==> src/hdl/clint_consts.svh <==
`ifndef CLINT_CONSTS_SVH
`define CLINT_CONSTS_SVH

// number of harts, 1 to 64.
`define CLINT_CPU_NUM 4

// upper 16 address bits of the clint window.
`define CLINT_BASE 16'h0200

// register offsets inside the window.
`define CLINT_MSIP 16'h0000
`define CLINT_TIMECMP 16'h4000
`define CLINT_TIME 16'hBFF8

// clocks per mtime increment.
`define CLINT_TICK_DIV 4

`endif

==> src/hdl/clint_pkg.sv <==
`default_nettype none

package clint_pkg;

    // requester side of apb.
    typedef struct packed {
        logic        psel;
        logic        penable;
        logic [31:0] paddr;
        logic        pwrite;
        logic [3:0]  pstrb;
        logic [31:0] pwdata;
    } apb_req_t;

    // completer side of apb.
    typedef struct packed {
        logic [31:0] prdata;
        logic        pslverr;
        logic        pready;
    } apb_rsp_t;

endpackage

`default_nettype wire

==> src/hdl/apb_decoder.sv <==
`timescale 1ns/10ps
`default_nettype none

`include "clint_consts.svh"

module apb_decoder (
    input  wire                 clk,
    input  wire                 rstn,
    input  clint_pkg::apb_req_t req,
    output clint_pkg::apb_rsp_t rsp,
    output clint_pkg::apb_req_t clint_req,
    input  clint_pkg::apb_rsp_t clint_rsp
);

    logic hit;
    logic sel_hit;
    logic err_phase;

    assign hit       = req.paddr[31:16] == `CLINT_BASE; // window check.
    assign sel_hit   = req.psel && hit;
    assign err_phase = req.psel && req.penable && !hit; // unmapped access phase.

    always_comb begin
        clint_req      = req;
        clint_req.psel = sel_hit; // only select the clint inside its window.
    end

    always_comb begin
        if (sel_hit) begin
            rsp = clint_rsp;
        end else if (err_phase) begin
            rsp = '{prdata: 32'h0, pslverr: 1'b1, pready: 1'b1};
        end else begin
            rsp = '{prdata: 32'h0, pslverr: 1'b0, pready: 1'b1}; // idle or miss setup.
        end
    end

    // access phase must follow a setup phase.
    penable_after_psel: assert property (
        @(posedge clk) disable iff (!rstn)
        req.penable |-> $past(req.psel)
    ) else $error("penable high without psel in the previous cycle.");

endmodule

`default_nettype wire

==> src/hdl/mtime_prescaler.sv <==
`timescale 1ns/10ps
`default_nettype none

`include "clint_consts.svh"

module mtime_prescaler (
    input  wire  clk,
    input  wire  rstn,
    output logic tick
);

    localparam int CNT_W = (`CLINT_TICK_DIV > 1) ? $clog2(`CLINT_TICK_DIV) : 1;
    localparam logic [CNT_W-1:0] CNT_LAST = CNT_W'(`CLINT_TICK_DIV - 1);

    logic [CNT_W-1:0] cnt;
    logic             wrap;

    assign wrap = cnt == CNT_LAST;

    always_ff @(posedge clk or negedge rstn) begin
        if (!rstn) begin
            cnt  <= '0;
            tick <= 1'b0;
        end else begin
            tick <= wrap; // one cycle late, first pulse at TICK_DIV.
            cnt  <= wrap ? '0 : cnt + CNT_W'(1);
        end
    end

    tick_single_cycle: assert property (
        @(posedge clk) disable iff (!rstn)
        tick |=> !tick
    ) else $error("tick held for more than one cycle.");

endmodule

`default_nettype wire

==> src/hdl/clint.sv <==
`timescale 1ns/10ps
`default_nettype none

`include "clint_consts.svh"

module clint (
    input  wire                       clk,
    input  wire                       rstn,
    input  wire                       tick,
    input  clint_pkg::apb_req_t       req,
    output clint_pkg::apb_rsp_t       rsp,
    output logic [`CLINT_CPU_NUM-1:0] msip,
    output logic [`CLINT_CPU_NUM-1:0] mtip
);

    logic [15:0] offs;
    logic        wr_en;
    logic        setup;
    logic        time_lo_wr;
    logic        time_hi_wr;
    logic [63:0] mtimecmp [`CLINT_CPU_NUM];
    logic [63:0] mtime;
    logic [31:0] rdata_next;
    logic [31:0] prdata_q;

    // byte lane merge for pstrb.
    function automatic logic [31:0] merge_bytes(
        input logic [31:0] old,
        input logic [31:0] wdata,
        input logic [3:0]  strb
    );
        logic [31:0] res;
        res = old;
        for (int b = 0; b < 4; b++) begin
            if (strb[b]) begin
                res[8*b +: 8] = wdata[8*b +: 8];
            end
        end
        return res;
    endfunction

    assign offs       = req.paddr[15:0];
    assign setup      = req.psel && !req.penable;
    assign wr_en      = req.psel && req.penable && req.pwrite; // end of access phase.
    assign time_lo_wr = wr_en && offs == `CLINT_TIME;
    assign time_hi_wr = wr_en && offs == `CLINT_TIME + 16'h4;

    always_ff @(posedge clk or negedge rstn) begin
        if (!rstn) begin
            msip <= '0;
        end else begin
            for (int i = 0; i < `CLINT_CPU_NUM; i++) begin
                if (wr_en && req.pstrb[0] && offs == `CLINT_MSIP + 16'(4 * i)) begin
                    msip[i] <= req.pwdata[0]; // only bit 0 is implemented.
                end
            end
        end
    end

    always_ff @(posedge clk or negedge rstn) begin
        if (!rstn) begin
            for (int i = 0; i < `CLINT_CPU_NUM; i++) begin
                mtimecmp[i] <= 64'h0;
            end
        end else begin
            for (int i = 0; i < `CLINT_CPU_NUM; i++) begin
                if (wr_en && offs == `CLINT_TIMECMP + 16'(8 * i)) begin
                    mtimecmp[i][31:0] <= merge_bytes(mtimecmp[i][31:0], req.pwdata,
                                                     req.pstrb);
                end
                if (wr_en && offs == `CLINT_TIMECMP + 16'(8 * i + 4)) begin
                    mtimecmp[i][63:32] <= merge_bytes(mtimecmp[i][63:32], req.pwdata,
                                                      req.pstrb);
                end
            end
        end
    end

    always_ff @(posedge clk or negedge rstn) begin
        if (!rstn) begin
            mtime <= 64'h0;
        end else if (time_lo_wr) begin
            mtime[31:0] <= merge_bytes(mtime[31:0], req.pwdata, req.pstrb);
        end else if (time_hi_wr) begin
            mtime[63:32] <= merge_bytes(mtime[63:32], req.pwdata, req.pstrb);
        end else if (tick) begin
            mtime <= mtime + 64'd1; // writes win over the tick.
        end
    end

    always_ff @(posedge clk or negedge rstn) begin
        if (!rstn) begin
            mtip <= '0;
        end else begin
            for (int i = 0; i < `CLINT_CPU_NUM; i++) begin
                mtip[i] <= mtime >= mtimecmp[i];
            end
        end
    end

    // or of all words matching the offset
    always_comb begin
        rdata_next = 32'h0;
        for (int i = 0; i < `CLINT_CPU_NUM; i++) begin
            if (offs == `CLINT_MSIP + 16'(4 * i)) begin
                rdata_next = rdata_next | {31'h0, msip[i]};
            end
            if (offs == `CLINT_TIMECMP + 16'(8 * i)) begin
                rdata_next = rdata_next | mtimecmp[i][31:0];
            end
            if (offs == `CLINT_TIMECMP + 16'(8 * i + 4)) begin
                rdata_next = rdata_next | mtimecmp[i][63:32];
            end
        end
        if (offs == `CLINT_TIME) begin
            rdata_next = rdata_next | mtime[31:0];
        end
        if (offs == `CLINT_TIME + 16'h4) begin
            rdata_next = rdata_next | mtime[63:32];
        end
    end

    always_ff @(posedge clk or negedge rstn) begin
        if (!rstn) begin
            prdata_q <= 32'h0;
        end else if (setup) begin
            prdata_q <= rdata_next; // valid through the access phase.
        end
    end

    assign rsp = '{prdata: prdata_q, pslverr: 1'b0, pready: 1'b1};

    mtime_no_decrease: assert property (
        @(posedge clk) disable iff (!rstn)
        !(time_lo_wr || time_hi_wr) |=> mtime >= $past(mtime)
    ) else $error("mtime decreased without a write.");

endmodule

`default_nettype wire

==> src/hdl/clint_subsys.sv <==
`timescale 1ns/10ps
`default_nettype none

`include "clint_consts.svh"

module clint_subsys (
    input  wire                       clk,
    input  wire                       rstn,
    input  clint_pkg::apb_req_t       req,
    output clint_pkg::apb_rsp_t       rsp,
    output logic [`CLINT_CPU_NUM-1:0] msip,
    output logic [`CLINT_CPU_NUM-1:0] mtip
);

    clint_pkg::apb_req_t clint_req;
    clint_pkg::apb_rsp_t clint_rsp;
    logic                tick;

    apb_decoder u_apb_decoder (
        .clk       (clk),
        .rstn      (rstn),
        .req       (req),
        .rsp       (rsp),
        .clint_req (clint_req),
        .clint_rsp (clint_rsp)
    );

    mtime_prescaler u_mtime_prescaler (
        .clk  (clk),
        .rstn (rstn),
        .tick (tick)
    );

    clint u_clint (
        .clk  (clk),
        .rstn (rstn),
        .tick (tick),
        .req  (clint_req),
        .rsp  (clint_rsp),
        .msip (msip),
        .mtip (mtip)
    );

endmodule

`default_nettype wire

==> config.mk <==
export PLATFORM = sky130hd
export DESIGN_NAME = clint_subsys
export DESIGN_NICKNAME = d
export VERILOG_FILES = /design/src/hdl/clint_pkg.sv /design/src/hdl/apb_decoder.sv /design/src/hdl/mtime_prescaler.sv /design/src/hdl/clint.sv /design/src/hdl/clint_subsys.sv
export VERILOG_INCLUDE_DIRS = /design/src /design/src/hdl
export SDC_FILE = /design/constraint.sdc
export NUM_CORES = 1
export LEC_CHECK = 0
export BUFFER_PORTS_ARGS = -buffer_cell sky130_fd_sc_hd__buf_2
export CAP_MARGIN = 20
export CORE_ASPECT_RATIO = 1.25
export CORE_MARGIN = 5
export CORE_UTILIZATION = 40
export DETAILED_ROUTE_END_ITERATION = 8
export GPL_ROUTABILITY_DRIVEN = 0
export PLACE_DENSITY = 0.6
export SYNTH_ARGS = -nofsm -noshare
export SYNTH_HDL_FRONTEND = slang
export SYNTH_HIERARCHICAL = 1
export SYNTH_SLANG_ARGS = --single-unit
==> constraint.sdc <==
create_clock -name clk -period 4 [get_ports clk]
set_input_delay 1.2 -clock clk [delete_from_list [all_inputs] [get_ports clk]]
set_output_delay 1.2 -clock clk [all_outputs]
set_load 0.03 [all_outputs]
==> summary.md <==
| Metric | Value |
|---|---|
| Status | `finished, final reports clean` |
| Comb pwr share | `under 10%` |
| Power per standard cell area | `283 nW/um^2` |
| Max VDD drop | `339 uV` |
| Detailed Route WL | `89300 um` |
| Layout cells sized above 1 | `20.1%` |
| Wirelength per Cell | `25.4 um` |
| Worst Setup EP | `rsp[10]` |
| Worst r2r dst | `u_clint/mtime[54]$_DFFE_PN0P_` |
| Commonest non-fill, non-tap cell in the layout | `dfrtp_1` |
| Post-route ant nets | `0` |
| Share of power burned in registers | `47.3%` |
| Area growth from synthesis to final layout | `11.3%` |
| Chip Height | `288 um` |
| Initial DRC Count | `2195` |
| Setup CP Type | `primary input to output port` |
| Initial antenna violation count | `2` |
| Vias in the first global route | `21692` |
| FF-to-FF path depth | `7` |
| Count of final setup violators | `0` |
| Switching power share of the total | `22.5%` |
| Syn Area/Cell | `9.51 um^2` |
| Final Hold Viols | `0` |
| Clk buf depth | `3` |
| Clock network power share | `49.5%` |
| Starting Density | `40.5%` |
| R2R Setup Slk | `between 0.7 and 0.8 ns` |
| Root buffer cell | `clkbuf_16` |
| Post-Syn Area | `24700 um^2` |
| IO Port Bufs | `113` |
| Largest net degree at the start of global routing | `79` |
| Internal | `about 6000 uW` |
| Vias/cell | `between 6 and 7` |
| Critical path cell sequence | `buf_2 -> nor4_2 -> nand3_2 -> buf_4 -> nor3_1 -> buf_2` |
| CTS tree | `built` |
| Critical Path AT | `2.69 ns` |
| Global-route wire length before repair | `134000 um` |
| Cell mode on critical path | `buf_2` |
| Nets@finish | `2993` |
| Storage element area | `9080 um^2` |
| # rows | `101` |
| Crit-path max FO | `33` |
| Core area | `61000 um^2` |
| Fillers | `5717` |
| CP startpoint | `req[68]` |
| IO Count | `115` |
| Clk slew on worst S/H paths | `0.06 ns` |
| Critical path launch point type | `primary input` |
| Psw | `1750 uW` |
| Total grt overflow | `0` |
| Crit path largest cell delay | `around 0.38 ns` |
| FF-to-FF Start | `u_clint/mtime[1]$_DFFE_PN0P_` |
| Vias | `21295` |
| Crit end category | `output port` |
| DRC | `0` |
| Worst hold path class | `flip-flop to flip-flop` |
| Most frequent cells in the layout | `363 x dfrtp_1, 301 x inv_1, 258 x ha_1, 189 x mux2_2, 174 x nand2_1` |
| Req. time, crit path | `2.80 ns` |
| Inserted Clock Buffers | `40` |
| Relative slew slack | `34.2%` |
| Clock Sinks | `between 300 and 400` |
| Design Power | `7770 uW` |
| Die ar. | `around 67000 um^2` |
| GRT Overall Usage | `26.2%` |
| Min cycle time layout | `3.89 ns` |
| Clock skew | `between 0.015 and 0.02 ns` |
| Slew Viols, Final | `0` |
| Fmax | `257 MHz` |
| Max cap viols | `0` |
| Synthesized Nets | `2929` |
| H-tree depth | `2` |
| RSZ-0062 raised after global routing | `false` |
| Ys Warns | `6` |
| Part of the cycle the worst path needs | `97.2%` |
| Final Core Density | `45.0%` |
| DPL Wire Length | `67400 um` |
| Drt first pass iters | `6` |
| Worst path slowest cell | `nor4_2` |
| Worst skew pair latency | `0.55 ns` |
| LEAKAGE | `roughly 0.013 uW` |
| Syn Inst Count | `2598` |
| Area of the multi-input gates | `13500 um^2` |
| Worst-Margin Slew | `0.977 ns` |
| Die X | `roughly 230 um` |
[registers in the layout, summed over array words and instances (netlist names)]
signal	count
u_clint/mtimecmp	256
u_clint/msip	4
u_mtime_prescaler/cnt	2
u_mtime_prescaler/tick	1
u_clint/prdata_q	32
u_clint/mtime	64
u_clint/mtip	4
[power groups by stage]
stage / sequential [uW] / combinational, uW / clock, uW
2_1_floorplan: 3740 / 106 / 0
3_3_place_gp: 3740 / 253 / 0
3_5_place_dp: 3740 / 257 / 0
4_1_cts: 3670 / 258 / 3910
5_1_grt: 3670 / 275 / 4050
6_report: 3670 / 254 / 3840
[final cells by class]
type	instances	area share [%]
antenna	1	0.00910
sequential	363	33.0
inverter	301	4.11
timing repair buffer	201	4.95
tap	824	3.75
multi-input combinational	1755	49.2
clock buffer	60	4.46
clock inverter	10	0.455
[through the flow]
| stage | TNS [ns] | instances | worst slack (ns) | hold WS, ns | area (um^2) |
|---|---|---|---|---|---|
| 6_report | 0 | 3515 | 0.110 | 0.435 | 27500 |
| 3_5_place_dp | -5.12 | 3444 | -0.158 | 0.421 | 26100 |
| 4_1_cts | 0 | 3514 | 0.0972 | 0.437 | 27500 |
| 2_1_floorplan | 0 | 2598 | 0.212 | 0.403 | 24700 |
| 3_3_place_gp | -2.03 | 3444 | -0.0818 | 0.414 | 26100 |
| 5_1_grt | 0 | 3514 | 0.0459 | 0.464 | 27500 |
[worst min path at each step]
stage,cells after the start,endpoint,start,slack [ns]
after floorplan,1,u_mtime_prescaler/cnt[0]$_DFF_PN0_,u_mtime_prescaler/cnt[0]$_DFF_PN0_,0.40
after global placement,1,u_mtime_prescaler/cnt[0]$_DFF_PN0_,u_mtime_prescaler/cnt[0]$_DFF_PN0_,0.41
after detailed placement,1,u_mtime_prescaler/cnt[0]$_DFF_PN0_,u_mtime_prescaler/cnt[0]$_DFF_PN0_,0.42
after CTS,1,u_mtime_prescaler/cnt[0]$_DFF_PN0_,u_mtime_prescaler/cnt[0]$_DFF_PN0_,0.44
after global routing,1,u_mtime_prescaler/cnt[0]$_DFF_PN0_,u_mtime_prescaler/cnt[0]$_DFF_PN0_,0.46
final,1,u_mtime_prescaler/cnt[0]$_DFF_PN0_,u_mtime_prescaler/cnt[0]$_DFF_PN0_,0.44
[metal layers]
metal / up-vias / track usage [%] / wire [um]
li1: 9563 / - / -
met1: 10542 / 30.8 / 33800
met2: 906 / 43.4 / 41900
met3: 282 / 3.61 / 5460
met4: 2 / 19.9 / 8130
met5: - / 0 / 8
[worst max-delay path, delay by kind of cell]
family | cells | cell delay, ns
AND/OR/NAND/NOR | 3 | 0.80
buffers and inverters | 3 | 0.64
[timing repair]
item                       in CTS  in global routing
gates resized for setup         0                  1
hold buffers                    0                  0
setup endpoints to repair       0                  1
buffers inserted                0                  0
(Power assumes the default switching activity.)
